File: src/busPkg.sv
// APB data bus package with bus widths, request and response structs and the address map
package busPkg;

    // Bus widths
    localparam int AddrWidth = 32;
    localparam int DataWidth = 32;
    localparam int StrbWidth = DataWidth / 8;  // One strobe per byte lane

    // Master to slave, 71 bits
    typedef struct packed {
        logic                 psel;
        logic                 penable;
        logic                 pwrite;
        logic [AddrWidth-1:0] paddr;
        logic [DataWidth-1:0] pwdata;
        logic [StrbWidth-1:0] pstrb;    // Byte enables for writes
    } apbReq_t;

    // Slave to master, 34 bits
    typedef struct packed {
        logic [DataWidth-1:0] prdata;
        logic                 pready;
        logic                 pslverr;
    } apbRsp_t;

    // Memory map of the data bus
    localparam logic [AddrWidth-1:0] RamBase       = 32'h1001_0000;  // Start of data segment
    localparam logic [AddrWidth-1:0] StopwatchBase = 32'hFF20_0050;
    localparam logic [AddrWidth-1:0] LfsrBase      = 32'hFF20_0060;

    // Each register device answers in a 16 byte window
    localparam logic [AddrWidth-1:0] DevWindow = 32'd16;

endpackage

File: src/periphPkg.sv
// Peripheral register map package with offsets, stopwatch control bits and LFSR constants
package periphPkg;

    // Stopwatch registers
    localparam logic [31:0] SwCtrlOffset  = 32'h0;  // Control, run and clear
    localparam logic [31:0] SwCountOffset = 32'h4;  // Milliseconds since clear

    // Control register bits
    localparam int SwRunBit   = 0;  // Level, counts while set
    localparam int SwClearBit = 1;  // Pulse on write, not stored

    // LFSR register
    localparam logic [31:0] LfsrDataOffset = 32'h0;  // Read state, write seed

    // Galois feedback taps
    localparam logic [31:0] LfsrPoly = 32'h8020_0003;

    // Reset state, and the fallback when a zero seed is written
    localparam logic [31:0] LfsrDefaultSeed = 32'h0000_0001;

endpackage

File: src/lfsrReg.sv
// Galois LFSR register on APB that steps on every read and can be seeded by a write
`timescale 1ns/10ps

module lfsrReg (
    input  logic            iCLK,
    input  logic            rstN,
    input  busPkg::apbReq_t req,
    output busPkg::apbRsp_t rsp
);

    logic [31:0] state;
    logic [31:0] nextState;
    logic        dataSel;
    logic        rdDone;
    logic        wrDone;

    assign dataSel = req.psel & req.penable & (req.paddr == periphPkg::LfsrDataOffset);
    assign rdDone  = dataSel & ~req.pwrite;  // Completes in the first access cycle
    assign wrDone  = dataSel & req.pwrite;

    // Shift right, fold taps in when a one falls out
    assign nextState = {1'b0, state[31:1]} ^ (state[0] ? periphPkg::LfsrPoly : 32'h0);

    always_ff @(posedge iCLK or negedge rstN) begin
        if (!rstN) begin
            state <= periphPkg::LfsrDefaultSeed;
        end else if (wrDone) begin
            // Zero is a lockup state
            state <= (req.pwdata != '0) ? req.pwdata : periphPkg::LfsrDefaultSeed;
        end else if (rdDone) begin
            state <= nextState;  // Next read sees the stepped value
        end
    end

    always_comb begin
        rsp         = '0;
        rsp.pready  = req.psel & req.penable;
        rsp.prdata  = rdDone ? state : '0;  // Other offsets read zero
    end

    aNeverZero: assert property (@(posedge iCLK) disable iff (!rstN) state != '0)
        else $error("LFSR state reached zero");

endmodule

File: config.mk
export PLATFORM = sky130hd
export DESIGN_NAME = lfsrReg
export DESIGN_NICKNAME = d
export VERILOG_FILES = /design/src/busPkg.sv /design/src/periphPkg.sv /design/src/lfsrReg.sv
export SDC_FILE = /design/constraint.sdc
export NUM_CORES = 1
export LEC_CHECK = 0
export CAP_MARGIN = 20
export CORE_ASPECT_RATIO = 1.2
export CORE_UTILIZATION = 55
export CTS_BUF_LIST = sky130_fd_sc_hd__clkbuf_8
export DETAILED_ROUTE_END_ITERATION = 8
export DONT_BUFFER_PORTS = 1
export HOLD_SLACK_MARGIN = 0.12
export PLACE_DENSITY = 0.7
export SYNTH_ARGS = -nofsm -noshare
export SYNTH_HDL_FRONTEND = slang
export SYNTH_SLANG_ARGS = --single-unit
File: constraint.sdc
create_clock -name iCLK -period 3.5 [get_ports iCLK]
set_input_delay 0.35 -clock iCLK [delete_from_list [all_inputs] [get_ports iCLK]]
set_output_delay 0.35 -clock iCLK [all_outputs]
set_load 0.02 [all_outputs]
# Yosys cells after proc, flatten, opt, wreduce, memory -nomap -nowiden
# Index checks and enable logic that the tools add are counted.
[classes]
n_mux = 5
bitwise = 6
reduce_logical = 3
[ops]
columns = ["cell", "count"]
rows = [
  ["two-way mux 32 bit", 5],
  ["zero test 32 bit", 1],
  ["nonzero test 32 bit", 1],
  ["bitwise XOR 31 x 32 -> 32 bit", 1],
  ["AND 1 bit", 4],
  ["nonzero test 2 bit", 1],
  ["inverter 1 bit", 1],
]
[word_totals]
ff_bits = 32
input_bits = 73
output_inout_bits = 34
wordCells = 15

# Depth between registers and ports, before layout
[logic_depth]
ltp_word = 5
ltp_mapped = 7
depth_no_buf = 5

# Worst setup path after synthesis
# No wires, ideal clock.
[synth_timing]
kind = "input -> output"
from = "input req[39] in the netlist's numbering"
to = "output rsp[10] in the netlist's numbering"
arrival_time_ps = 1600
t_required_ps = 3150
setup_slack_ps = 1550
cell_stages = 5
path_buffers = 1
cell_sequence = "nor4_1 -> nand4_1 -> nor4_4 -> buf_6 -> and2_1"
[synth_rtl]
columns = ["item", "line", "text"]
rows = [
  ["start: declaration", "lfsrReg.sv:7", "input busPkg::apbReq_t req,"],
  ["end: declaration", "lfsrReg.sv:8", "output busPkg::apbRsp_t rsp"],
]

==> results.json <==
{
  "clock_latency_ns": 0.28,
  "synth-seq-area-share": 0.3845,
  "antenna_cells": 0,
  "synth_nets": 312,
  "cp-endpoint": "rsp[18]",
  "seqCellArea_um2": 802.0,
  "root_buffer": "clkbuf_8",
  "clk_path_buf_depth": 2,
  "synth_edf_count": 0,
  "startpoint": "req[39]",
  "arrival_ns": 2.08,
  "final_nets": 306,
  "numCtsBuffers": 5,
  "die_h_um": 69.46,
  "ys.flop_type": "dfrtp_1",
  "ir_worst_vdd_mv": 0.2489,
  "mostFrequentLayoutCells": "nor2_1 (34), and2_1 (33), a21oi_1 (33)",
  "clock_sinks": 32,
  "routed_wl_mm": 4.529,
  "viasPerCell": 5.745,
  "top_regs": "state (32)",
  "fin_crit_ns": 2.426,
  "tightest_slew_ns": 0.5926,
  "grt_pass1_wl_mm": 7.217,
  "vias": 1643,
  "synthCells": 239,
  "htreeDepth": 2,
  "drt_iter0_drc": 66,
  "grt_max_degree": 66,
  "largest_reg_flops": 32,
  "fin_skew_ns": 0.005028,
  "multi_input_area_um2": 1159,
  "ys_warn_count": 0,
  "route.detailed.drc": 0,
  "clk_pin_slew_worst_paths_ns": 0.07,
  "start_kind": "primary input",
  "routedWlPerCell_um": 15.84,
  "grtUsageTotal": 0.2351,
  "required_ns": 3.15,
  "leakage_uw": 0.0008807,
  "final_common_cell": "nor2_1",
  "core-area_um2": 3633,
  "slew_viol_final": 0,
  "total_power_uw": 677.6,
  "tns_ns": 0,
  "grt_pass1_vias": 1575,
  "fp.dieW_um": 58.22,
  "rows": 24,
  "rsz0062_at_grt": "false",
  "fin_crit_sh": 0.6931,
  "ys_seq_elements": 32,
  "ys_async_sr_fraction": 1.000,
  "start_util": 0.5740,
  "final-hold-violation-count": 0,
  "criticalPathCategory": "primary input to primary output",
  "cts_tree": "done",
  "firstDrtPassIters": 7,
  "cp_max_fo": 19,
  "syn_avg_cell_area_um2": 8.727,
  "place.gp.congestion": 0.7751,
  "timing.rr.start": "state[0]",
  "r2r_end": "state[21]",
  "outcome": "finished, final reports clean",
  "antenna_left": 0,
  "antenna_found_initial": 0,
  "power_density_nw_per_um2": 310.9,
  "numPortBuffers": 0,
  "registers.top_by_ff_count": "state",
  "hold_slack_ns": 0.2484,
  "hpwl_mm": 3.135,
  "fmax_mhz": 412.2,
  "fillerInstances": 362,
  "relSlewSlack": 0.6020,
  "dieArea_um2": 4044,
  "grt_overflow": 0,
  "setup_viol": 0,
  "netlist_area_um2": 2086,
  "syn_to_final_growth_pct": 4.499,
  "r2r_setup_slack_ns": 2.35,
  "r2r_cells": 4,
  "synthDistinctLibCells": 23,
  "end_kind": "primary output",
  "maxCapViolCount": 0,
  "drive_gt1_frac": 0.1838,
  "hp-class": "primary input to flip-flop",
  "pin_count": 107
}
[power breakdown]
group	switching (µW)	total, µW	internal, µW
clock	134	267	134
combinational	26.2	40.6	14.4
sequential	0.00000204	370	370
total	160	678	518
[through the flow]
step,worst slack (ns),std cells,cell area (µm²),util
detailed placement,1.009,275,2053,0.5651
global placement,1.031,275,2053,0.5651
CTS,1.009,285,2165,0.5957
global route,0.8859,286,2180,0.5999
finish,1.074,286,2180,0.5999
floorplan,1.550,239,2086,-
[area by class of cell]
cell class              instances  area share
clock inverters                 3    0.005741
well taps                      52     0.02985
repair buffers                  5     0.03330
multi-input cells             189      0.5316
clock buffers                   5     0.03157
flip-flops and latches         32      0.3680
[cell usage after synthesis (all sizes together), types with 2 or more instances]
| cell type | count | share of area |
|---|---|---|
| a21oi | 62 | 0.20 |
| nor2 | 34 | 0.061 |
| and2 | 33 | 0.099 |
| dfrtp | 31 | 0.37 |
| nor2b | 29 | 0.087 |
| nor4 | 17 | 0.058 |
| buf | 11 | 0.050 |
| clkbuf | 7 | 0.013 |
| nand4 | 3 | 0.0090 |
| xnor2 | 2 | 0.0084 |
[worst max-delay path, cell delays in order]
cell	delay, ns
nor4_1	0.25
nand4_1	0.25
nor4_4	0.62
buf_4	0.31
and2_1	0.28
[worst min-delay path by stage]
| stage | endpoint | slack, ns | cells after the start | start |
|---|---|---|---|---|
| final | state[0] | 0.25 | 1 | req[68] |
| after global routing | state[0] | 0.23 | 1 | req[68] |
| after CTS | state[0] | 0.23 | 1 | req[68] |
| after detailed placement | state[24] | 0.06 | 0 | rstN |
| after global placement | state[20] | 0.06 | 0 | rstN |
| after floorplan | state[10] | 0.05 | 0 | rstN |
[routing by layer]
| layer | vias up | share of wire | global-route usage |
|---|---|---|---|
| met5 | - | 0 | 0 |
| met4 | 0 | 0.020 | 0.08466 |
| met3 | 13 | 0.061 | 0.06530 |
| met2 | 72 | 0.49 | 0.3857 |
| met1 | 758 | 0.43 | 0.2920 |
| li1 | 800 | - | - |
[timing repair]
| action | in CTS | in global routing |
|---|---|---|
| buffers inserted | 0 | 0 |
| hold buffers | 2 | 0 |
| setup endpoints to repair | 0 | 0 |
| resized for setup | 0 | 0 |
| endpoints found under the hold margin | 32 | 0 |
[kinds of logic after synthesis]
family	synth area share
DFF	0.3845
AOI/OAI and AO/OA	0.2124
buffers and inverters	0.06299
other	0.001798
xor gates and xnor gates	0.008400
and+or+nand+nor	0.3299
No activity file was read; power rests on OpenSTA's default activity.
