`src/busPkg.sv`:
```
// APB data bus package with bus widths, request and response structs and the address map
package busPkg;

    // Bus widths
    localparam int AddrWidth = 32;
    localparam int DataWidth = 32;
    localparam int StrbWidth = DataWidth / 8;  // One strobe per byte lane

    // Master to slave, 71 bits
    typedef struct packed {
        logic                 psel;
        logic                 penable;
        logic                 pwrite;
        logic [AddrWidth-1:0] paddr;
        logic [DataWidth-1:0] pwdata;
        logic [StrbWidth-1:0] pstrb;    // Byte enables for writes
    } apbReq_t;

    // Slave to master, 34 bits
    typedef struct packed {
        logic [DataWidth-1:0] prdata;
        logic                 pready;
        logic                 pslverr;
    } apbRsp_t;

    // Memory map of the data bus
    localparam logic [AddrWidth-1:0] RamBase       = 32'h1001_0000;  // Start of data segment
    localparam logic [AddrWidth-1:0] StopwatchBase = 32'hFF20_0050;
    localparam logic [AddrWidth-1:0] LfsrBase      = 32'hFF20_0060;

    // Each register device answers in a 16 byte window
    localparam logic [AddrWidth-1:0] DevWindow = 32'd16;

endpackage

```
`src/periphPkg.sv`:
```
// Peripheral register map package with offsets, stopwatch control bits and LFSR constants
package periphPkg;

    // Stopwatch registers
    localparam logic [31:0] SwCtrlOffset  = 32'h0;  // Control, run and clear
    localparam logic [31:0] SwCountOffset = 32'h4;  // Milliseconds since clear

    // Control register bits
    localparam int SwRunBit   = 0;  // Level, counts while set
    localparam int SwClearBit = 1;  // Pulse on write, not stored

    // LFSR register
    localparam logic [31:0] LfsrDataOffset = 32'h0;  // Read state, write seed

    // Galois feedback taps
    localparam logic [31:0] LfsrPoly = 32'h8020_0003;

    // Reset state, and the fallback when a zero seed is written
    localparam logic [31:0] LfsrDefaultSeed = 32'h0000_0001;

endpackage

```
`src/stopwatchTimer.sv`:
```
// Millisecond stopwatch with prescaler and run/clear control register on APB
`timescale 1ns/10ps

module stopwatchTimer #(
    parameter int ClkPerMs = 25000
) (
    input  logic            iCLK,
    input  logic            rstN,
    input  busPkg::apbReq_t req,
    output busPkg::apbRsp_t rsp
);

    localparam int PreWidth = $clog2(ClkPerMs + 1);

    logic                         run;
    logic [PreWidth-1:0]          preCnt;   // Clocks within the current ms
    logic [busPkg::DataWidth-1:0] msCount;
    logic                         ctrlWr;
    logic                         clrWr;
    logic                         msTick;

    // Zero wait state, so the write lands on the first access edge
    assign ctrlWr = req.psel & req.penable & req.pwrite
                  & (req.paddr == periphPkg::SwCtrlOffset);
    assign clrWr  = ctrlWr & req.pwdata[periphPkg::SwClearBit];

    assign msTick = run & (preCnt == PreWidth'(ClkPerMs - 1));

    always_ff @(posedge iCLK or negedge rstN) begin
        if (!rstN) begin
            run <= 1'b0;
        end else if (ctrlWr) begin
            run <= req.pwdata[periphPkg::SwRunBit];
        end
    end

    // Prescaler and ms counter
    always_ff @(posedge iCLK or negedge rstN) begin
        if (!rstN) begin
            preCnt  <= '0;
            msCount <= '0;
        end else if (clrWr) begin
            preCnt  <= '0;  // Fresh ms starts with the count
            msCount <= '0;
        end else if (msTick) begin
            preCnt  <= '0;
            msCount <= msCount + 1'b1;
        end else if (run) begin
            preCnt <= preCnt + 1'b1;
        end
    end

    // Register read mux
    always_comb begin
        rsp         = '0;
        rsp.pready  = req.psel & req.penable;
        if (req.psel && !req.pwrite) begin
            if (req.paddr == periphPkg::SwCtrlOffset) begin
                rsp.prdata[periphPkg::SwRunBit] = run;  // Clear bit reads as 0
            end else if (req.paddr == periphPkg::SwCountOffset) begin
                rsp.prdata = msCount;
            end
        end
    end

    // Stopped watch holds its value
    aHoldWhenStopped: assert property (@(posedge iCLK) disable iff (!rstN)
        !run && !clrWr |=> $stable(msCount))
        else $error("Stopwatch count moved while stopped");

endmodule

```
`config.mk`:
```
export PLATFORM = sky130hd
export DESIGN_NAME = stopwatchTimer
export DESIGN_NICKNAME = d
export VERILOG_FILES = /design/src/busPkg.sv /design/src/periphPkg.sv /design/src/stopwatchTimer.sv
export SDC_FILE = /design/constraint.sdc
export NUM_CORES = 1
export LEC_CHECK = 0
export ABC_AREA = 1
export BUFFER_PORTS_ARGS = -buffer_cell sky130_fd_sc_hd__buf_2
export CAP_MARGIN = 30
export CORE_ASPECT_RATIO = 0.9
export CORE_MARGIN = 4
export CORE_UTILIZATION = 33
export DETAILED_ROUTE_END_ITERATION = 6
export GPL_ROUTABILITY_DRIVEN = 0
export PLACE_DENSITY = 0.61
export SLEW_MARGIN = 20
export SYNTH_ARGS = -nofsm -noshare
export SYNTH_HDL_FRONTEND = slang
export SYNTH_SLANG_ARGS = --single-unit
```
`constraint.sdc`:
```
create_clock -name iCLK -period 2.43 [get_ports iCLK]
set_clock_uncertainty 0.1 [all_clocks]
set_input_delay 0.243 -clock iCLK [delete_from_list [all_inputs] [get_ports iCLK]]
set_output_delay 0.243 -clock iCLK [all_outputs]
set_load 0.05 [all_outputs]
```
== Word-level counts from Yosys, hierarchy flattened ==
Cells that the tools add are included.

* $add $sub $neg: 2
* Multipliers: 0
* Div/mod/pow operators: 0
* $lt $le $gt $ge: 0
* Equality and inequality tests: 2
* Shift-type cells: 0
* Multiplexer cells: 9
* Bitwise logic cells: 5
* Reduce and logical (&&, ||, !) cells: 5

{| class="wikitable"
|+ Operators with widths
! cell !! count
|-
| 32-bit two-way mux || 4
|-
| 15-bit two-way mux || 3
|-
| 32-bit by 1-bit adder with 32-bit output (second input constant) || 1
|-
| 32-bit by 3-bit equality test with 1-bit output (second input constant) || 1
|-
| 32-bit logical NOT || 1
|-
| 31-bit two-way mux || 1
|-
| 15-bit by 1-bit adder with 15-bit output (second input constant) || 1
|-
| 15-bit equality test (second input constant) || 1
|-
| 1-bit bitwise AND || 5
|-
| 3-bit nonzero test || 1
|-
| 2-bit nonzero test || 1
|-
| 1-bit logical AND || 1
|-
| 1-bit logical NOT || 1
|-
| 1-bit two-way mux || 1
|}

* Bits in registers: 48
* Latch bits: 0
* Bits in writable memories: 0
* Bits in read-only memories: 0
* Input port bits: 73
* Memories: 0

== Logic depth before layout (Yosys ltp) ==
Gate-level depths: netlist of run 1.

* Word-level depth: 5
* Depth in mapped cells: 11

== Worst setup path after synthesis of run 1 ==
OpenSTA, ideal clock, no wires.

* Kind: input to output
* From: input req[67] (netlist name)
* To: output rsp[10] (netlist name)
* Arrival time: 1700 ps
* Required time: 2087 ps
* Setup slack: 387 ps
* Stages on the path: 8
* Path buffers: 1
* Cells stage by stage: nor2_1 -> nand2_1 -> nor2_1 -> nand2_1 -> nor2_1 -> buf_2 -> nand2_1 -> nor2_1

{| class="wikitable"
|+ RTL lines
! what !! line !! source
|-
| start: declaration || stopwatchTimer.sv:9 || <nowiki>input busPkg::apbReq_t req,</nowiki>
|-
| end: declaration || stopwatchTimer.sv:10 || <nowiki>output busPkg::apbRsp_t rsp</nowiki>
|}

== Worst setup path after layout of run 1 ==
* From: register preCnt[0]
* To: register msCount[22] (netlist name)

* Cells in the longest elaborated chain, start to end: 3

{| class="wikitable"
|+ Ends and longest elaborated chain
! what !! line !! source
|-
| start: declaration || stopwatchTimer.sv:16 || <nowiki>logic [PreWidth-1:0] preCnt;</nowiki>
|-
| start signal: assignment || stopwatchTimer.sv:49 || <nowiki>preCnt <= preCnt + 1'b1;</nowiki>
|-
| 15-bit equality test || stopwatchTimer.sv:27 || <nowiki>assign msTick = run & (preCnt == PreWidth'(ClkPerMs - 1));</nowiki>
|-
| 1-bit bitwise AND || stopwatchTimer.sv:27 ||
|-
| 2-bit nonzero test (no line) || -- ||
|-
| end signal: assignment || stopwatchTimer.sv:47 || <nowiki>msCount <= msCount + 1'b1;</nowiki>
|-
| end: declaration || stopwatchTimer.sv:17 || <nowiki>logic [busPkg::DataWidth-1:0] msCount;</nowiki>
|}

Every way passes these cells.
A chain may end at the register's enable or synchronous reset.

==> impl_metrics.env, run 1 <==
export IMPL_outcome="completed"
export IMPL_cts_tree="built"
export IMPL_ios=107
export IMPL_hp_class="in -> reg"
export IMPL_ant_nets=0
export IMPL_ys_seq_elements=48
export IMPL_numPortBuffers=71
export IMPL_crit_path_start_kind="register"
export IMPL_antenna_found_initial=0
export IMPL_r2r_start="preCnt[0]"
export IMPL_critical_path_endpoint_type="register"
export IMPL_min_path_cells=3
export IMPL_avgSynthCellArea_um2=6.04
export IMPL_syn_nets=706
export IMPL_p_leak_nw=2.19
export IMPL_die_h_um=110
export IMPL_synth_compound_area_share_pct=1.41
export IMPL_area_growth_pct=17.1
export IMPL_reg2reg_depth=9
export IMPL_p_per_area_nw_per_um2=351
export IMPL_final_cell_mix="204 x nand2_1, 150 x nor2_1, 71 x buf_2, 64 x inv_1, 59 x nand3_1"
export IMPL_ys_types=31
export IMPL_viasPerCell=4.62
export IMPL_yosys_warnings=0
export IMPL_drive_gt1_share_pct=16.1
export IMPL_cts_path_max_buffers=2
export IMPL_synthMuxAreaShare_pct=0
export IMPL_r2r_slack_ns=0.29
export IMPL_clock_sink_count=48
export IMPL_clkLatencyLatePin_ns=0.29
export IMPL_slowest_delay_ns=0.44
export IMPL_cts_hold_buf=1
export IMPL_place_ws_ns=0.305
export IMPL_die_area_um2=13300
export IMPL_rsz0062_at_grt="false"
export IMPL_layout_commonest_cell="nand2_1"
export IMPL_drt_wirelength_per_cell_um=11.8
export IMPL_slew_headroom_pct=57.1
export IMPL_antenna_cells=0
export IMPL_core_area_um2=11000
export IMPL_hpwl_um=7640
export IMPL_startpoint="preCnt[0]"
export IMPL_die_x_um=121
export IMPL_vias=3940
export IMPL_grt_ovfl_total=0
export IMPL_grt_max_degree=40
export IMPL_fin_util_pct=40.5
export IMPL_first_pass_iters=4
export IMPL_r2r_end="msCount[22]"
export IMPL_drv_slew=0
export IMPL_netlist_instances=631
export IMPL_synth_top_family_by_area="simple AND/OR/NAND/NOR gates"
export IMPL_setup_viol=0
export IMPL_cp_required_ns=2.55
export IMPL_layout_setup_ws_ns=0.290
export IMPL_cts_root_buffer="clkbuf_16"
export IMPL_h_tree_depth=2
export IMPL_cp_arrival_ns=2.26
export IMPL_synth_adder_area_share_pct=0.656
export IMPL_cp_cell_sequence="ha_1, nand2_2, nor2_2, nand2_2, nor2_4, nand4_1, nand2_1, nand2_1, nor2_1"
export IMPL_worstSetupPathType="reg -> reg"
export IMPL_min_period_ns=2.14
export IMPL_max_clock_freq_mhz=467
export IMPL_power_mw=1.57
export IMPL_drt_total_wl_um=10000
export IMPL_cts_resized=0
export IMPL_cts_clk_slew_worst_paths_ns=0.07
export IMPL_drc_errors=0
export IMPL_setup_tns_ns=0
export IMPL_peakVddDrop_mv=0.209
export IMPL_hold_viol_final=0
export IMPL_tightest_slew_ns=0.644
export IMPL_post_cts_buffers=0
export IMPL_start_util_pct=34.5
export IMPL_crit_fanout=19
export IMPL_drt_first_iter_violations=290
export IMPL_cts_buffers=5
export IMPL_grt_use_total_pct=15.9
export IMPL_grt_pass1_vias=3748
export IMPL_core_rowCount=36
export IMPL_drv_cap=0
export IMPL_worstHoldStart="req[4]"
export IMPL_holdPathEnd="run"
export IMPL_synth_area_um2=3810
export IMPL_ys_seq_area_share_pct=31.5
export IMPL_nets=776
export IMPL_post_route_period_util_pct=88.1
export IMPL_synthSimpleGateAreaFrac_pct=53.2
export IMPL_cp_slowest_cell="dfrtp_1"
export IMPL_synth_xor_area_share_pct=3.45
export IMPL_grt_pass1_wl_um=17400
## registers in the layout (all words and copies together), names as in the netlist
| register | cells |
|---|---|
| preCnt | 15 |
| run | 1 |
| msCount | 32 |
## area by class of cell
type | instances | area, um^2
multi-input cells | 497 | 2250
clock inverters | 2 | 12.5
flip-flops and latches | 48 | 1200
inverters | 68 | 256
fillers | 1195 | 6570
well taps | 152 | 190
repair buffers | 81 | 433
clock buffers | 5 | 125
## worst max path at each step
| stage | endpoint | slack, ns | depth (start not counted) |
|---|---|---|---|
| 6_report | msCount[22] | 0.29 | 9 |
| 5_1_grt | msCount[22] | 0.05 | 9 |
| 4_1_cts | msCount[22] | 0.28 | 9 |
| 3_5_place_dp | msCount[30] | 0.31 | 10 |
| 3_3_place_gp | msCount[22] | 0.36 | 8 |
| 2_1_floorplan | rsp[10] | 0.39 | 8 |
## cell usage after synthesis (all sizes together)
master  instances  area share [%]
nand3          60             8.0
nor2          163              17
and2            2            0.33
nand3b         14             2.8
a21oi           3            0.39
buf            18             2.9
xor2           13             3.0
nor3b           1            0.20
a21o            1            0.23
o21ai           6            0.79
ha              2            0.66
dfrtp          48              32
inv            66             6.5
and3            1            0.16
nor3            3            0.39
nand2         209              21
xnor2           2            0.46
conb            1           0.098
clkinv          2            0.23
nand4          16             3.1
## layer usage
layer	global-route usage [%]	wire length (um)
met3	2.37	451
met5	0	0
met2	27.1	4740
met1	21.4	4740
met4	3.52	88
## stage by stage
step           cells  hold WS [ns]  instance area (um^2)
2_1_floorplan    631        -0.153                  3810
3_3_place_gp     845         0.200                  4320
3_5_place_dp     845         0.209                  4320
4_1_cts          853         0.126                  4460
5_1_grt          853         0.128                  4460
6_report         853         0.124                  4460
## where the power goes
| group | switching, mW | internal [mW] | total, mW |
|---|---|---|---|
| combinational | 0.0477 | 0.0321 | 0.0798 |
| clock | 0.313 | 0.375 | 0.688 |
| sequential | 0.00000258 | 0.798 | 0.798 |
| total | 0.361 | 1.21 | 1.57 |
## cells by family (layout without fill, tap and decap cells)
kind of cell,Yosys count,count (layout)
and+or+nand+nor,469,469
buffers and inverters,86,156
DFF,48,48
xor gates and xnor gates,15,15
AOI/OAI and AO/OA,10,10
adders and majority gates,2,2
other,1,1
## worst max-delay path: cells and delay by family, from the launching register on
kind,cells,cell delay [ns]
and+or+nand+nor,8,1.24
DFF,1,0.44
adders and majority gates,1,0.28
No activity file was read; power rests on OpenSTA's default activity.
==> run 2, diff against run 1 <==
--- a/config.mk
+++ b/config.mk
@@ -7,10 +7,10 @@
 export LEC_CHECK = 0
 export ABC_AREA = 1
 export BUFFER_PORTS_ARGS = -buffer_cell sky130_fd_sc_hd__buf_2
-export CAP_MARGIN = 30
 export CORE_ASPECT_RATIO = 0.9
 export CORE_MARGIN = 4
 export CORE_UTILIZATION = 33
+export CTS_BUF_LIST = sky130_fd_sc_hd__clkbuf_8
 export DETAILED_ROUTE_END_ITERATION = 6
 export GPL_ROUTABILITY_DRIVEN = 0
 export PLACE_DENSITY = 0.61
==> run 2 against run 1 <==
  * Final area decreased by 1.3%
  * Routed wire length grew 0.55%
  * Register-to-register slack is essentially flat
  * Clock power decreased by 29%
  * Flip-flop and latch count did not move
  * Combinational power hardly changed
  * Highest routed layer unchanged
  * Critical endpoint unchanged
==> impl_metrics.env, run 2 (synthesis gave the netlist of run 1 again) <==
export IMPL_outcome="completed"
export IMPL_multi_input_area_um2=2250
export IMPL_cts_buffers=5
export IMPL_cts_root_buffer="clkbuf_8"
export IMPL_clkLatencyLatePin_ns=0.31
export IMPL_drt_total_wl_um=10100
export IMPL_path_depth=9
export IMPL_grt_max_degree=40
export IMPL_p_per_area_nw_per_um2=310
export IMPL_slowest_delay_ns=0.46
export IMPL_setup_tns_ns=0
export IMPL_seq_area_um2=1200
export IMPL_die_area_um2=13300
export IMPL_drv_slew=0
export IMPL_startpoint="preCnt[0]"
export IMPL_drt_first_iter_violations=314
export IMPL_drive_gt1_share_pct=16.1
export IMPL_die_x_um=121
export IMPL_crit_path_start_kind="register"
export IMPL_cts_clk_slew_worst_paths_ns=0.10
export IMPL_tightest_slew_ns=0.631
export IMPL_rsz0062_at_grt="false"
export IMPL_viasPerCell=4.63
export IMPL_p_leak_nw=2.16
export IMPL_worstSetupPathType="reg -> reg"
export IMPL_largest_reg_flops=32
export IMPL_drt_wirelength_per_cell_um=11.8
export IMPL_crit_end="msCount[22]"
export IMPL_layout_setup_ws_ns=0.281
export IMPL_grt_pass1_vias=3768
export IMPL_min_period_ns=2.15
export IMPL_r2r_start="preCnt[0]"
export IMPL_numPortBuffers=71
export IMPL_setup_viol=0
export IMPL_cp_required_ns=2.56
export IMPL_h_tree_depth=2
export IMPL_start_util_pct=34.5
export IMPL_core_rowCount=36
export IMPL_antenna_cells=0
export IMPL_place_inst=845
export IMPL_ant_nets=0
export IMPL_biggestRegsByFlops="msCount (32), preCnt (15), run (1)"
export IMPL_max_clock_freq_mhz=465
export IMPL_worst_path_buf_inv=0
export IMPL_core_area_um2=11000
export IMPL_die_h_um=110
export IMPL_place_ws_ns=0.305
export IMPL_slew_headroom_pct=57.9
export IMPL_regMostFlops="msCount"
export IMPL_drc_errors=0
export IMPL_cp_arrival_ns=2.28
export IMPL_area_growth_pct=15.6
export IMPL_critical_path_endpoint_type="register"
export IMPL_hold_viol_final=0
export IMPL_clock_sink_count=48
export IMPL_vias=3950
export IMPL_nets=776
export IMPL_reg2reg_depth=9
export IMPL_hp_class="in -> reg"
export IMPL_r2r_end="msCount[22]"
export IMPL_first_pass_iters=5
export IMPL_antenna_found_initial=0
export IMPL_final_cell_mix="204 x nand2_1, 150 x nor2_1, 71 x buf_2, 64 x inv_1, 59 x nand3_1"
export IMPL_drv_cap=0
export IMPL_final_cells=853
export IMPL_peakVddDrop_mv=0.151
export IMPL_cts_path_max_buffers=2
export IMPL_cp_slowest_cell="dfrtp_1"
export IMPL_grt_use_total_pct=15.8
export IMPL_layout_commonest_cell="nand2_1"
export IMPL_hpwl_um=7640
export IMPL_power_mw=1.37
export IMPL_fillCellCount=1205
export IMPL_crit_fanout=19
export IMPL_cpLargestDelayFamily="simple AND/OR/NAND/NOR gates"
export IMPL_grt_pass1_wl_um=17400
export IMPL_cts_tree="built"
export IMPL_grt_ovfl_total=0
export IMPL_cp_cell_sequence="ha_1, nand2_2, nor2_2, nand2_2, nor2_4, nand4_1, nand2_1, nand2_1, nor2_1"
export IMPL_ios=107
export IMPL_r2r_slack_ns=0.28
export IMPL_post_route_period_util_pct=88.5
-- run 2: cell counts in the layout (fill, tap and decap cells not counted) --
Identical to the previous run, type by type.
-- run 2: area by class of cell --
| cell class | count | share of cell area (%) |
|---|---|---|
| Clock buffer | 5 | 1.56 |
| Tap cell | 152 | 4.31 |
| Clock inverter | 2 | 0.284 |
| Sequential cell | 48 | 27.2 |
| Inverter | 68 | 5.82 |
| Timing Repair Buffer | 81 | 9.82 |
| Multi-Input combinational cell | 497 | 51.0 |
-- run 2: per-stage QoR --
stage / utilization (%) / area, um^2 / hold slack [ns]
floorplan: - / 3810 / -0.153
global placement: 39.1 / 4320 / 0.200
detailed placement: 39.1 / 4320 / 0.209
CTS: 39.9 / 4410 / 0.0965
global route: 39.9 / 4410 / 0.0949
finish: 39.9 / 4410 / 0.103
-- run 2: worst min path at each step --
stage,startpoint,endpoint,slack [ns],cells after the start
global route,req[4],run,0.09,3
detailed placement,rstN,msCount[2],0.21,1
finish,req[4],run,0.10,3
CTS,req[4],run,0.1,3
global placement,rstN,msCount[2],0.20,1
floorplan,rstN,msCount[0],-0.15,0
-- run 2: power by group --
part,leakage [nW],internal [mW],switching [mW]
Clock,0.0400,0.196,0.293
Sequential,0.588,0.798,0.00000260
Combinational,1.53,0.0321,0.0474
Total,2.16,1.03,0.340
-- run 2: worst min-delay path: cells and delay by family --
family,cells,cell delay [ns]
AOI/OAI and AO/OA,1,0.12
buffers and inverters,1,0.08
and+or+nand+nor,1,0.03
-- run 2: timing repair --
action,CTS,global route
buffers inserted,0,0
resized for setup,0,0
hold buffers,1,0
endpoints found under the hold margin,25,0
-- run 2: metal layers --
metal  up-vias  global-route usage [%]  routed length (um)
li1       2086                       -                   -
met5         -                       0                   0
met3         6                    2.37                 514
met1      1773                    21.3                4670
met4         0                    3.28                  83
met2        85                    27.2                4810
