$ cat src/busPkg.sv
// APB data bus package with bus widths, request and response structs and the address map
package busPkg;

    // Bus widths
    localparam int AddrWidth = 32;
    localparam int DataWidth = 32;
    localparam int StrbWidth = DataWidth / 8;  // One strobe per byte lane

    // Master to slave, 71 bits
    typedef struct packed {
        logic                 psel;
        logic                 penable;
        logic                 pwrite;
        logic [AddrWidth-1:0] paddr;
        logic [DataWidth-1:0] pwdata;
        logic [StrbWidth-1:0] pstrb;    // Byte enables for writes
    } apbReq_t;

    // Slave to master, 34 bits
    typedef struct packed {
        logic [DataWidth-1:0] prdata;
        logic                 pready;
        logic                 pslverr;
    } apbRsp_t;

    // Memory map of the data bus
    localparam logic [AddrWidth-1:0] RamBase       = 32'h1001_0000;  // Start of data segment
    localparam logic [AddrWidth-1:0] StopwatchBase = 32'hFF20_0050;
    localparam logic [AddrWidth-1:0] LfsrBase      = 32'hFF20_0060;

    // Each register device answers in a 16 byte window
    localparam logic [AddrWidth-1:0] DevWindow = 32'd16;

endpackage

$ cat src/apbDecoder.sv
// APB address decoder that routes transfers to the devices and merges their responses
`timescale 1ns/10ps

module apbDecoder #(
    parameter int RamWords = 256
) (
    input  busPkg::apbReq_t req,
    output busPkg::apbReq_t ramReq,
    output busPkg::apbReq_t swReq,
    output busPkg::apbReq_t lfsrReq,
    input  busPkg::apbRsp_t ramRsp,
    input  busPkg::apbRsp_t swRsp,
    input  busPkg::apbRsp_t lfsrRsp,
    output busPkg::apbRsp_t rsp
);

    localparam int unsigned RamBytes = RamWords * 4;  // Mapped RAM size in bytes

    logic [busPkg::AddrWidth-1:0] ramOff;
    logic [busPkg::AddrWidth-1:0] swOff;
    logic [busPkg::AddrWidth-1:0] lfsrOff;
    logic ramHit;
    logic swHit;
    logic lfsrHit;
    logic unmapped;

    // Copy of the request with select gated and address rebased to the device
    function automatic busPkg::apbReq_t gateReq(
        input busPkg::apbReq_t r,
        input logic            hit,
        input logic [busPkg::AddrWidth-1:0] off
    );
        busPkg::apbReq_t g;
        g         = r;
        g.psel    = r.psel & hit;
        g.penable = r.penable & hit;
        g.paddr   = off;
        return g;
    endfunction

    // Unsigned subtract wraps below the base, so one compare covers both bounds
    assign ramOff  = req.paddr - busPkg::RamBase;
    assign swOff   = req.paddr - busPkg::StopwatchBase;
    assign lfsrOff = req.paddr - busPkg::LfsrBase;

    assign ramHit  = ramOff < RamBytes;           // Beyond RamWords is an error
    assign swHit   = swOff < busPkg::DevWindow;
    assign lfsrHit = lfsrOff < busPkg::DevWindow;

    assign unmapped = req.psel & ~(ramHit | swHit | lfsrHit);

    assign ramReq  = gateReq(req, ramHit, ramOff);
    assign swReq   = gateReq(req, swHit, swOff);
    assign lfsrReq = gateReq(req, lfsrHit, lfsrOff);

    // Response mux
    always_comb begin
        rsp = '0;  // Idle bus reads back all low
        if (ramReq.psel) begin
            rsp = ramRsp;
        end else if (swReq.psel) begin
            rsp = swRsp;
        end else if (lfsrReq.psel) begin
            rsp = lfsrRsp;
        end else if (unmapped && req.penable) begin
            rsp.pready  = 1'b1;  // Answered here with no wait state
            rsp.pslverr = 1'b1;
        end
    end

    // Sampled values at the access edge belong to the setup phase
    aSetupBeforeAccess: assert property (@(posedge req.penable) req.psel)
        else $error("penable raised without psel");

    aOneSelect: assert property (@(posedge req.penable)
        $onehot0({ramReq.psel, swReq.psel, lfsrReq.psel}))
        else $error("More than one device selected");

endmodule

$ cat config.mk
export PLATFORM = sky130hd
export DESIGN_NAME = apbDecoder
export DESIGN_NICKNAME = d
export VERILOG_FILES = /design/src/busPkg.sv /design/src/apbDecoder.sv
export SDC_FILE = /design/constraint.sdc
export NUM_CORES = 1
export LEC_CHECK = 0
export BUFFER_PORTS_ARGS = -buffer_cell sky130_fd_sc_hd__buf_2
export CORE_AREA = 2 2 165 167
export DETAILED_ROUTE_END_ITERATION = 8
export DIE_AREA = 0 0 167 169
export GPL_ROUTABILITY_DRIVEN = 0
export SYNTH_ARGS = -nofsm -noshare
export SYNTH_HDL_FRONTEND = slang
export SYNTH_SLANG_ARGS = --single-unit
$ cat constraint.sdc
create_clock -name vclk -period 5.65
set_input_delay 1.4125 -clock vclk [all_inputs]
set_output_delay 1.4125 -clock vclk [all_outputs]
set_load 0.1 [all_outputs]
Yosys cells after proc, flatten, opt, wreduce, memory -nomap -nowiden
Cells that the tools add are included. W data, S select, Z words.

Register bits after elaboration: 0. Output and inout port bits: 247.

Mux-type cells: 5. Bitwise operators: 10. Add/sub/neg operators: 3. Reductions and logical operators: 1. Magnitude comparators: 3.

Operator list (number): $mux W34 (2); $lt A32 B5 Y1 const B (2); $sub A32 B32 Y32 const B (2); $lt A32 B11 Y1 const B (1); $mux W32 (1); $sub A32 B29 Y32 const B (1); $and A1 B1 Y1 (7); $mux W2 (2); $or A1 B1 Y1 (2); $logic_and A1 B1 Y1 (1); $not A1 Y1 (1).

Longest topological paths before layout
Gate-level depths: netlist (run 1).

Word-level depth: 11. Gate-level depth with buffers: 15. Mapped depth without buffers: 11.

Worst setup path after synthesis (run 1)
No wires, ideal clock.

Kind: input -> output. Start point: in req[52] (netlist bit). End point: out rsp[0] (netlist bit). Path slack: -4134 ps. Data required time: 4238 ps. Stages on the path: 14. Data arrival time: 8372 ps. Cell sequence: clkbuf_1 inv_1 ha_1 or4b_4 or4_4 xor2_1 nand3b_4 a21oi_2 and4_1 buf_6 clkbuf_1 inv_1 o21ai_0 a221oi_1.

RTL lines: from (decl) (RTL line apbDecoder.sv:7) `input busPkg::apbReq_t req,`; to (decl) (RTL line apbDecoder.sv:14) `output busPkg::apbRsp_t rsp`.

==> results by stage, run 1 <==
Status:
- The run finished, with violations left.
- The checks that failed: setup timing.

Setup path:
- The critical path depth is 15.
- For the worst setup path, the data arrival time is 4610 ps.
- The critical path buffer and inverter count is 5.
- The most prevalent standard cell on the critical path is buf_12.
- The startpoint type of the worst setup path is a primary input.
- STA classifies the critical path endpoint as a primary output.
- The stage delay of the slowest cell on the critical path is 540 ps.
- Traced cell by cell, the critical path runs through buf_8 > clkinvlp_4 > ha_4 > or4b_4 > or4_4 > xor2_4 > nand3b_4 > a21oi_2 > and4_4 > and3b_4 > nor2b_4 > buf_6 > buf_12 > a221o_4 > buf_12.
- The dominant delay contributor by cell family on the critical path is simple AND/OR/NAND/NOR gates.
- The class of the most critical setup path is primary input to primary output.
- The master of the slowest instance on the critical path is or4_4.
- The largest fanout of any net on the critical path is 8.
- The capturing instance or port of the critical path is rsp[29].
- The required time of the critical path is 4240 ps.
- The most critical setup path has its startpoint at req[52].

Synth:
- Sequential elements use 0% of the synthesized area.
- The synthesized design devotes to its leading area cell type 27.4% of total area.
- The post-synthesis share of cell area spent on full adders, half adders and majority gates is 2.33%.
- The XOR/XNOR share of the synthesized area is 14.0%.
- Ranked by instance count, the synthesized netlist is headed by buf_4 (137), xnor2_1 (41), a221o_1 (30), and3_2 (28), nor2_1 (21).
- Measured against the total synthesized area, the mux share comes to 0.267%.
- The simple-gate area share of the yosys netlist is 29.2%.
- The cell with the most instances after synthesis is buf_4.
- The synthesized netlist devotes 17.4% of its cell area to compound gates.
- Summed over all instances, the cell type with the most area after synthesis is buf_4.
- Yosys attributes the largest share of cell area to buf_4 (27%), xnor2_1 (9.6%), a221o_1 (8.0%), and3_2 (5.6%), xor2_1 (4.4%).
- The average cell area after synthesis is 7.40 um^2.
- For this run, the number of Yosys warnings is 0.
- After synthesis, the largest family of logic cells by area is buffers and inverters.
- Synthesis produced a netlist with a net count of 687.
- In the synthesized netlist, the number of instances is 507.
- The count of unique library cells instantiated by Yosys is 67.
- The synthesized cell area is 3750 um^2.

Cells and area:
- The fraction of final layout cells with drive strength greater than 1 is 79.3%.
- The number of non-filler instances in the completed layout is 1110.
- In the final layout, flip-flops and latches occupy 0 um^2.
- The sequential cell count of the final layout is 0.
- The layout overhead on the synthesized area is 99.6%.
- The antenna diode instance count is 0.
- The filler cells instantiated in the layout total 2773.
- The layout net count is 951.
- The count of clock-net buffers in the final layout is 0.

Route:
- The remaining routing DRC violations is 0.
- The overall routed net length is 19.7 mm.
- The length of the first detailed-routing pass in iterations is 4.
- The number of DRC markers in iteration 0 is 209.
- The routed layout has 4713 vias.
- The average wire length per cell after detail routing is 17.8 um.
- The number of routed nets with antenna violations is 0.
- Using the TritonRoute via totals, the vias-per-cell ratio works out to 4.25.

STA:
- The number of endpoints with negative hold slack in the final report is 0.
- The sum of negative setup slack is -10300 ps.
- In this run the tightest slew margin relative to its limit is 59.1%.
- The maximum operating frequency is 166 MHz.
- The number of max-slew violations in the final report is 0.
- The final period demand of the worst path is 6020 ps.
- The post-route clock period utilization is 107%.
- Setup violations remaining at the end of the flow were counted as 36.
- The transition time at the pin with the least slew margin is 614 ps.
- Across all setup checks in the final design, the least slack found is -371 ps.
- Setup repair after global routing could not meet its margin everywhere.

Power:
- The internal power is 0.206 mW.
- The proportion of power drawn by combinational gates is 100.0%.
- In this run switching power makes up 71.0% of total power.
- The switching component of the power is 0.505 mW.
- Total power for the finished layout comes to 0.710 mW.
- The clock network burns 0% of the power.
- The power share of the sequential group is 0%.
- The maximum VDD drop is 0.0975 mV.
- In this run the static leakage power is 3.46 nW.
- The power per unit of standard cell area is 94.8 nW/um^2.

Global routing:
- The first global-routing pass estimated 27.8 mm of wire.
- The total global-route track usage is 12.6%.
- The initial antenna violation count is 0.
- Global routing finished with a remaining overflow of 0.
- The via count of the first global-routing pass came to 4576.
- Entering global routing, the biggest net connects 38 pins.

Die:
- The initial utilization of the core area, before any placement, comes to 14.2%.
- The die boundary height is 169 um.
- The region available for standard cell placement spans 26500 um^2.
- Pin placement for this block handled 420 I/O pins.
- The horizontal die dimension is 167 um.
- The die covers 28200 um^2.
- Row generation in the floorplan step produced 60 rows.

Placed design:
- In this run the tool buffered the top-level ports with 256 buffer cells.
- The placed instance count is 1084.
- The HPWL after detailed placement is 15.9 mm.
- Prior to clock tree synthesis, the placed netlist has a worst setup slack of -648 ps.

Job:
- The max-cap check violation count is 0.

Min path:
- The type of the tightest min-delay check is primary input to primary output.
==> layout make-up <==
type                            count  area (um^2)  area share [%]
Multi-Input combinational cell    317         3470            46.3
Tap cell                          341          427            5.70
Inverter                           14         66.3           0.885
Timing Repair Buffer              438         3530            47.1
==> layer usage <==
layer	up-vias	part of all wire (%)	GRT usage, %
met4	0	2.0	1.76
met5	-	0	0
met3	37	7.7	2.97
met1	2232	41	16.1
met2	257	49	22.1
li1	2187	-	-
==> per-stage QoR <==
| stage | instance area (um^2) | hold WS [ps] | utilization, % |
|---|---|---|---|
| floorplan | 4660 | 3040 | - |
| global placement | 6890 | 2830 | 26.0 |
| detailed placement | 6890 | 2830 | 26.0 |
| CTS | 7380 | 2830 | 27.8 |
| global route | 7490 | 2830 | 28.3 |
| finish | 7490 | 2830 | 28.3 |
==> logic make-up (layout without fill, tap and decap cells) <==
family / count (synthesis) / after routing
XOR/XNOR: 60 / 60
AO/OA/AOI/OAI: 77 / 77
multiplexers: 1 / 1
AND/OR/NAND/NOR: 172 / 172
adder cells (fa/ha/maj): 7 / 7
buffers and inverters: 190 / 452
==> placed cells by master, fill, tap and decap left out, types with 6 or more instances in the layout <==
cell	count
buf_4	164
xnor2_2	21
buf_12	48
inv_1	9
nand2_1	19
buf_6	12
nor3_1	7
a221o_4	30
buf_2	207
xnor2_1	16
and3_2	28
nand4_1	7
nor2_1	20
nand3_1	8
o21ai_0	9
xor2_1	7
nor4_2	6
xor2_2	7
and3_1	6
==> what timing repair did <==
item                                    CTS  global route
gates resized for setup                  62            13
cloned                                    5             0
setup buffers                            14             9
endpoints found under the setup margin   40            38
hold buffers                              0             0
pin swaps                                15            25
==> worst min path at each step <==
stage	start	endpoint	slack (ps)	depth (start not counted)
2_1_floorplan	req[0]	lfsrReq[0]	3040	1
3_3_place_gp	req[26]	lfsrReq[26]	2830	0
3_5_place_dp	req[26]	lfsrReq[26]	2830	0
6_report	req[33]	ramReq[33]	2830	0
5_1_grt	req[12]	swReq[12]	2830	0
4_1_cts	req[26]	lfsrReq[26]	2830	0
==> power groups by stage <==
| stage | Clock, mW | Sequential (mW) | Combinational, mW |
|---|---|---|---|
| finish | 0 | 0 | 0.710 |
| global route | 0 | 0 | 0.736 |
| CTS | 0 | 0 | 0.707 |
| detailed placement | 0 | 0 | 0.689 |
| global placement | 0 | 0 | 0.687 |
| floorplan | 0 | 0 | 0.886 |
No activity file was read; power rests on OpenSTA's default activity.
==> run 2, diff against run 1 <==
--- a/config.mk
+++ b/config.mk
@@ -10,6 +10,8 @@
 export DETAILED_ROUTE_END_ITERATION = 8
 export DIE_AREA = 0 0 167 169
 export GPL_ROUTABILITY_DRIVEN = 0
+export SKIP_LAST_GASP = 1
+export SLEW_MARGIN = 25
 export SYNTH_ARGS = -nofsm -noshare
 export SYNTH_HDL_FRONTEND = slang
 export SYNTH_SLANG_ARGS = --single-unit
==> run 2 against run 1 <==
Compared with the run above:
- the flow still finishes with violations (setup timing)
- critical path depth stayed put
- sequential cell count stayed put
- wire length is 0.52% lower
- setup slack hardly changed
- worst hold slack stayed put
- sequential share of layout area stayed put
- global-route usage stayed put
- critical endpoint unchanged
- largest cell class unchanged
- highest routed layer unchanged
==> results by stage, run 2 (synthesis results as in run 1) <==
Power:
- The part of the total power dissipated in the clock network is 0% (unchanged).
- The static power due to leakage is 3.46 nW (about the same).
- The proportion of power drawn by combinational gates is 100.0% (about the same).
- The switching component of the power was 0.503 mW (-0.24%).
- The power per unit of standard cell area is 94.7 nW/um^2 (-0.11%).
- The total power of the final layout is 0.709 mW (-0.19%).
- The switching power share of the total is 71.0% (about the same).
- The internal power is 0.206 mW (about the same).
- The maximum VDD drop is 0.0974 mV (-0.11%).
- The power share of the sequential group is 0% (unchanged).

Placed design:
- The placed instance count is 1084 (unchanged).
- The number of I/O port buffers is 256 (unchanged).
- The HPWL after detailed placement is 15.9 mm (unchanged).

STA:
- The remaining max-slew budget at the tightest pin is 59.3% (+0.21 points).
- The transition time at the pin with the least slew margin came to 611 ps (-3.17 ps).
- The final number of setup-violating endpoints is 36 (unchanged).
- The maximum operating frequency is 166 MHz (about the same).
- The number of max-slew violations in the final report is 0 (unchanged).
- The number of endpoints with negative hold slack in the final report was 0 (unchanged).
- The final period demand of the worst path is 6020 ps (+0.151 ps).
- The worst setup margin came to -371 ps (-0.151 ps).
- The post-route clock period utilization came to 107% (about the same).
- Setup repair after global routing could not meet its margin everywhere.

Cells and area:
- The antenna diode instance count is 0 (unchanged).
- The most common cell after layout, fill and taps aside is buf_2.
- The layout overhead on the synthesized area is 99.4% (about the same).
- The count of clock-net buffers in the final layout was 0 (unchanged).
- The storage element area is 0 um^2 (unchanged).
- The library cells used most frequently in the layout, excluding fill and tap cells, are buf_2 (207), buf_4 (164), buf_12 (48).
- The number of non-filler instances in the completed layout is 1110 (unchanged).
- The number of inserted filler cells in the final layout is 2773 (unchanged).
- The layout net count is 951 (unchanged).
- The fraction of final layout cells with drive strength greater than 1 is 79.2% (-0.13 points).
- The sequential cell count of the final layout is 0 (unchanged).

Setup path:
- The critical path buffer and inverter count is 5 (unchanged).
- The largest fanout of any net on the critical path came to 8 (unchanged).
- The dominant delay contributor by cell family on the critical path is simple AND/OR/NAND/NOR gates.
- The required time of the critical path is 4240 ps (about the same).
- The largest individual stage delay along the critical path comes from the cell or4_4.
- STA classifies the critical path startpoint as a primary input.
- The worst setup path is of the primary input to primary output kind.
- The worst path arrival time is 4610 ps (about the same).
- Among the stages of the critical path, the cell type that occurs most often is buf_12.
- The stage delay of the slowest cell on the critical path is 540 ps (about the same).
- The worst setup path is captured at a primary output.
- The signal on the critical path passes through buf_8 > clkinvlp_4 > ha_4 > or4b_4 > or4_4 > xor2_4 > nand3b_4 > a21oi_2 > and4_4 > and3b_4 > nor2b_4 > buf_6 > buf_12 > a221o_4 > buf_12.

Die:
- The die boundary height is 169 um (unchanged).
- The total I/O pin count is 420 (unchanged).
- The number of placement rows is 60 (unchanged).
- The horizontal die dimension is 167 um (unchanged).
- The placeable core region is 26500 um^2 (unchanged).
- The full die area is 28200 um^2 (unchanged).
- The starting utilization of the core area is 14.2% (unchanged).

Min path:
- The type of the tightest min-delay check is primary input to primary output.
- The path with the worst hold slack has its endpoint at ramReq[33].
- The instance count along the most critical hold path is 0 (unchanged).
- The worst min-delay path startpoint is req[33].

Job:
- The max-cap check violation count is 0 (unchanged).

Status:
- The checks that failed: setup timing.
- The flow ran to the end, but the final reports show violations.

Route:
- The overall routed net length is 19.6 mm (-0.52%).
- The average wire length per cell after detail routing is 17.7 um (-0.52%).
- The number of DRC markers in iteration 0 came to 186 (-11%).
- The number of vias per cell after detailed routing is 4.19 (-1.4%).
- The remaining routing DRC violations came to 0 (unchanged).
- The total number of vias is 4646 (-1.4%).
- The length of the first detailed-routing pass in iterations is 4 (unchanged).
- The number of routed nets with antenna violations is 0 (unchanged).

Global routing:
- The sum of overflow across all layers after global routing is 0 (unchanged).
- The via count of the first global-routing pass is 4576 (unchanged).
- The total global-route track usage is 12.6% (unchanged).
- The initial antenna violation count is 0 (unchanged).
- The largest net degree at the start of global routing is 38 (unchanged).
- The global-route wire length before repair is 27.8 mm (unchanged).

Clock network:
- The cts-stage hold buffer count is 0 (unchanged).
## run 2: cell count changes in the layout (fill, tap and decap cells not counted)
cell     previous run  this run
nor4b_1             2         3
nor4b_2             4         3
## run 2: worst max path at each step
stage                       start      end  cells after the start
after floorplan           req[52]  rsp[10]                     15
after global placement    req[41]  rsp[29]                     14
after detailed placement  req[41]  rsp[29]                     14
after CTS                 req[52]   rsp[3]                     15
after global routing      req[52]  rsp[29]                     15
final                     req[52]  rsp[29]                     15
## run 2: power by group through the flow
stage / combinational (mW) / sequential, mW / clock [mW]
6_report: 0.709 / 0 / 0
2_1_floorplan: 0.886 / 0 / 0
3_3_place_gp: 0.687 / 0 / 0
4_1_cts: 0.707 / 0 / 0
3_5_place_dp: 0.689 / 0 / 0
5_1_grt: 0.735 / 0 / 0
## run 2: routing by layer
| metal | global-route usage [%] | share of wire, % |
|---|---|---|
| met5 | 0 | 0 |
| met4 | 1.76 | 1.4 |
| met3 | 2.97 | 8.0 |
| met2 | 22.1 | 49 |
| met1 | 16.1 | 41 |
## run 2: timing repair
| action | in CTS | in global routing |
|---|---|---|
| setup buffers | 14 | 9 |
| pin swaps | 15 | 25 |
| resized for setup | 62 | 12 |
| endpoints found under the setup margin | 40 | 38 |
| gates cloned | 5 | 0 |
## run 2: metrics by stage
stage | TNS (ps) | instance area [um^2] | hold WS [ps] | setup slack [ps] | utilization, %
3_3_place_gp | -19850 | 6890 | 2830 | -599 | 26.0
3_5_place_dp | -21490 | 6890 | 2830 | -648 | 26.0
5_1_grt | -14310 | 7480 | 2830 | -467 | 28.2
4_1_cts | -12870 | 7380 | 2830 | -406 | 27.8
6_report | -10310 | 7480 | 2830 | -371 | 28.2
2_1_floorplan | -54700 | 4660 | 3040 | -1480 | -
## run 2: area by class of cell
type / count / area [um^2] / area share, %
tap: 341 / 427 / 5.70
timing repair buffer: 438 / 3530 / 47.2
multi-input combinational: 317 / 3460 / 46.2
inverter: 14 / 66.3 / 0.886
==> run 3, diff against run 2 <==
--- a/config.mk
+++ b/config.mk
@@ -5,10 +5,11 @@
 export SDC_FILE = /design/constraint.sdc
 export NUM_CORES = 1
 export LEC_CHECK = 0
+export ABC_AREA = 1
 export BUFFER_PORTS_ARGS = -buffer_cell sky130_fd_sc_hd__buf_2
-export CORE_AREA = 2 2 165 167
+export CORE_AREA = 2 2 162 164
 export DETAILED_ROUTE_END_ITERATION = 8
-export DIE_AREA = 0 0 167 169
+export DIE_AREA = 0 0 164 166
 export GPL_ROUTABILITY_DRIVEN = 0
 export SKIP_LAST_GASP = 1
 export SLEW_MARGIN = 25
==> constraint.sdc (replaced) <==
create_clock -name vclk -period 5.65
set_input_delay 1.13 -clock vclk [all_inputs]
set_output_delay 1.13 -clock vclk [all_outputs]
set_load 0.1 [all_outputs]
==> run 3 against run 2 <==
Compared with the run above:
- the run now ends clean
- power shrank 13%
- clock-buffer cell count is the same
- wire length grew 18%
- sequential cell count is the same
- cell count grew 32%
- critical endpoint is now rsp[32]
==> results by stage, run 3 <==
Synth:
- By area the synthesized netlist is led by buf_4 (20%), nand2_1 (20%), nor2_1 (14%), nand3_1 (8.0%), inv_1 (6.6%).
- The synthesized cell area is 5250 um^2 (+40%).
- The area share of the leading cell type in the synthesized netlist is 20.3% (-7.1 points).
- The sequential fraction of the synthesis area was 0% (unchanged).
- Ranked by instance count, the synthesized netlist is headed by nand2_1 (280), nor2_1 (191), buf_4 (142), inv_1 (93), nand3_1 (84).
- The count of unique library cells instantiated by Yosys is 33 (-51%).
- buf_4 takes more of the synthesized area than any other cell.
- The cell count after synthesis came to 1026 (+100%).
- The synthesized net count was 1206 (+76%).
- The synthesis warning total is 0 (unchanged).
- nand2_1 is the most common cell in the netlist.
- The average cell area after synthesis is 5.12 um^2 (-31%).

Setup path:
- The largest fanout of any net on the critical path was 35 (+27).
- The master of the slowest instance on the critical path is buf_4.
- The worst setup path is of the primary input to primary output kind.
- The required time of the critical path is 4520 ps (+280 ps).
- The worst path arrival time is 4240 ps (-370 ps).
- The stage delay of the slowest cell on the critical path is 440 ps (-100 ps).
- STA classifies the critical path startpoint as a primary input.
- The critical path endpoint category is a primary output.
- The signal on the critical path passes through buf_2 > clkinvlp_4 > ha_1 > nor2_1 > nor2_1 > nand2_1 > nand3_1 > nand3_1 > nand2_1 > nand2_1 > nor2_4 > nand3_4 > buf_4 > nand2_1 > nor2_1 > nor2_1 > nor2_4 > buf_2.

STA:
- The number of endpoints with negative hold slack in the final report is 0 (unchanged).
- Setup repair after global routing left no endpoint under its margin.
- The post-route clock period utilization is 95.1% (-12 points).
- The remaining max-slew budget at the tightest pin is 44.7% (-15 points).
- The final period demand of the worst path came to 5370 ps (-650 ps).
- The number of max-slew violations in the final report was 0 (unchanged).
- The maximum operating frequency is 186 MHz (+12%).
- The final number of setup-violating endpoints is 0 (-100%).
- The transition time at the pin with the least slew margin was 829 ps (+218 ps).

Power:
- The switching power share of the total is 81.9% (+11 points).
- The proportion of power drawn by combinational gates was 100.0% (about the same).
- The maximum VDD drop came to 0.0974 mV (about the same).
- The power per unit of standard cell area was 100 nW/um^2 (+5.6%).
- The power share of the sequential group is 0% (unchanged).
- The total power of the final layout was 0.616 mW (-13%).
- The internal power is 0.111 mW (-46%).
- The part of the total power dissipated in the clock network was 0% (unchanged).
- The static power due to leakage is 3.51 nW (+1.3%).
- The switching component of the power is 0.505 mW (+0.36%).

Die:
- The horizontal die dimension came to 164 um (-1.8%).
- The placeable core region is 25600 um^2 (-3.3%).
- The starting utilization of the core area is 20.5% (+6.3 points).
- The full die area was 27200 um^2 (-3.5%).
- The total I/O pin count is 420 (unchanged).
- The number of placement rows is 59 (-1.7%).
- The die boundary height is 166 um (-1.8%).

Global routing:
- The sum of overflow across all layers after global routing is 0 (unchanged).
- The global-route wire length before repair is 33.7 mm (+21%).
- The initial antenna violation count is 1 (+1).
- The total global-route track usage is 15.9% (+3.2 points).
- The largest net degree at the start of global routing is 66 (+74%).
- The via count of the first global-routing pass came to 6145 (+34%).

Cells and area:
- The final non-filler cell area is 6160 um^2 (-18%).
- The top cell types in the final layout, fill and taps aside, are nand2_1 (278), buf_2 (254), nor2_1 (154).
- The sequential cell count of the final layout is 0 (unchanged).
- The layout overhead on the synthesized area is 17.3%.
- The count of clock-net buffers in the final layout is 0 (unchanged).
- The antenna diode instance count came to 0 (unchanged).
- The fraction of final layout cells with drive strength greater than 1 is 38.3% (-41 points).
- The layout net count was 1307 (+37%).
- The area of the multi-input gates is 3940 um^2 (+14%).
- The number of non-filler instances in the completed layout is 1460 (+32%).
- The final core area utilization is 24.1% (-4.2 points).
- The library cell used most frequently in the layout, excluding fill and tap cells, is nand2_1.
- The storage element area came to 0 um^2 (unchanged).
- The number of inserted filler cells in the final layout is 2996 (+8.0%).

Route:
- The total number of vias is 6561 (+41%).
- The average wire length per cell after detail routing is 15.8 um (-10%).
- The length of the first detailed-routing pass in iterations is 5 (+1).
- The overall routed net length is 23.1 mm (+18%).
- The remaining routing DRC violations was 0 (unchanged).
- The number of vias per cell after detailed routing is 4.49 (+7.4%).
- The number of DRC markers in iteration 0 is 423 (+130%).
- The number of routed nets with antenna violations is 0 (unchanged).

Min path:
- The worst hold endpoint is lfsrReq[68].
- The startpoint identified for the worst hold timing path is req[68].
- The instance count along the most critical hold path is 0 (unchanged).
- The min-delay analysis places its worst path in the category primary input to primary output.

Job:
- The max-cap check violation count is 0 (unchanged).

Clock network:
- The number of buffers added for setup after CTS is 0 (-14).
- The cts-stage hold buffer count is 0 (unchanged).
- The number of instances resized during post-cts repair is 0 (-100%).

Placed design:
- The cell area reported after detailed placement came to 6160 um^2 (-11%).
- The placed instance count is 1460 (+35%).
- The number of I/O port buffers is 256 (unchanged).
- The HPWL after detailed placement is 19.8 mm (+25%).

Status:
- The flow ran to the end, and the final reports show no timing, DRC or antenna violations.
-- run 3: worst max path at each step --
stage	startpoint	endpoint	slack [ps]	cells past startpoint
after detailed placement	req[41]	rsp[4]	290	20
after CTS	req[41]	rsp[4]	280	20
final	req[41]	rsp[32]	280	18
after global placement	req[41]	rsp[4]	300	20
after global routing	req[41]	rsp[32]	20	18
after floorplan	req[40]	swReq[69]	-180	14
-- run 3: logic make-up after synthesis --
| logic type | count (synthesis) | synth area share (%) |
|---|---|---|
| compound gates | 14 | 1.41 |
| buf+inv | 273 | 31.1 |
| xor+xnor | 11 | 1.83 |
| fa+ha+maj | 7 | 1.67 |
| simple gates | 721 | 64.0 |
-- run 3: per-stage QoR --
stage	setup WS [ps]	setup TNS (ps)	hold slack, ps
2_1_floorplan	-179	-357	2470
3_3_place_gp	302	0	2260
3_5_place_dp	291	0	2260
4_1_cts	282	0	2260
5_1_grt	17.0	0	2260
6_report	280	0	2260
-- run 3: final cells by class --
class                           count  area share [%]
Multi-Input combinational cell    753            63.9
Timing Repair Buffer              265            22.6
Tap cell                          335            6.80
Inverter                          107            6.70
-- run 3: routing by layer --
layer | GRT usage, % | part of all wire (%)
met1 | 18.7 | 38
met2 | 28.0 | 48
met5 | 0 | 0.065
met4 | 6.22 | 4.2
met3 | 3.05 | 9.0
-- run 3: power by group through the flow --
stage               sequential [mW]  clock, mW  combinational (mW)
floorplan                         0          0               0.875
global placement                  0          0               0.614
detailed placement                0          0               0.615
CTS                               0          0               0.616
global route                      0          0               0.647
finish                            0          0               0.616
-- run 3: worst max-delay path, delay by kind of cell --
family	cells	cell delay (ps)
buffers and inverters	4	1180
and+or+nand+nor	13	1640
adders and majority gates	1	230
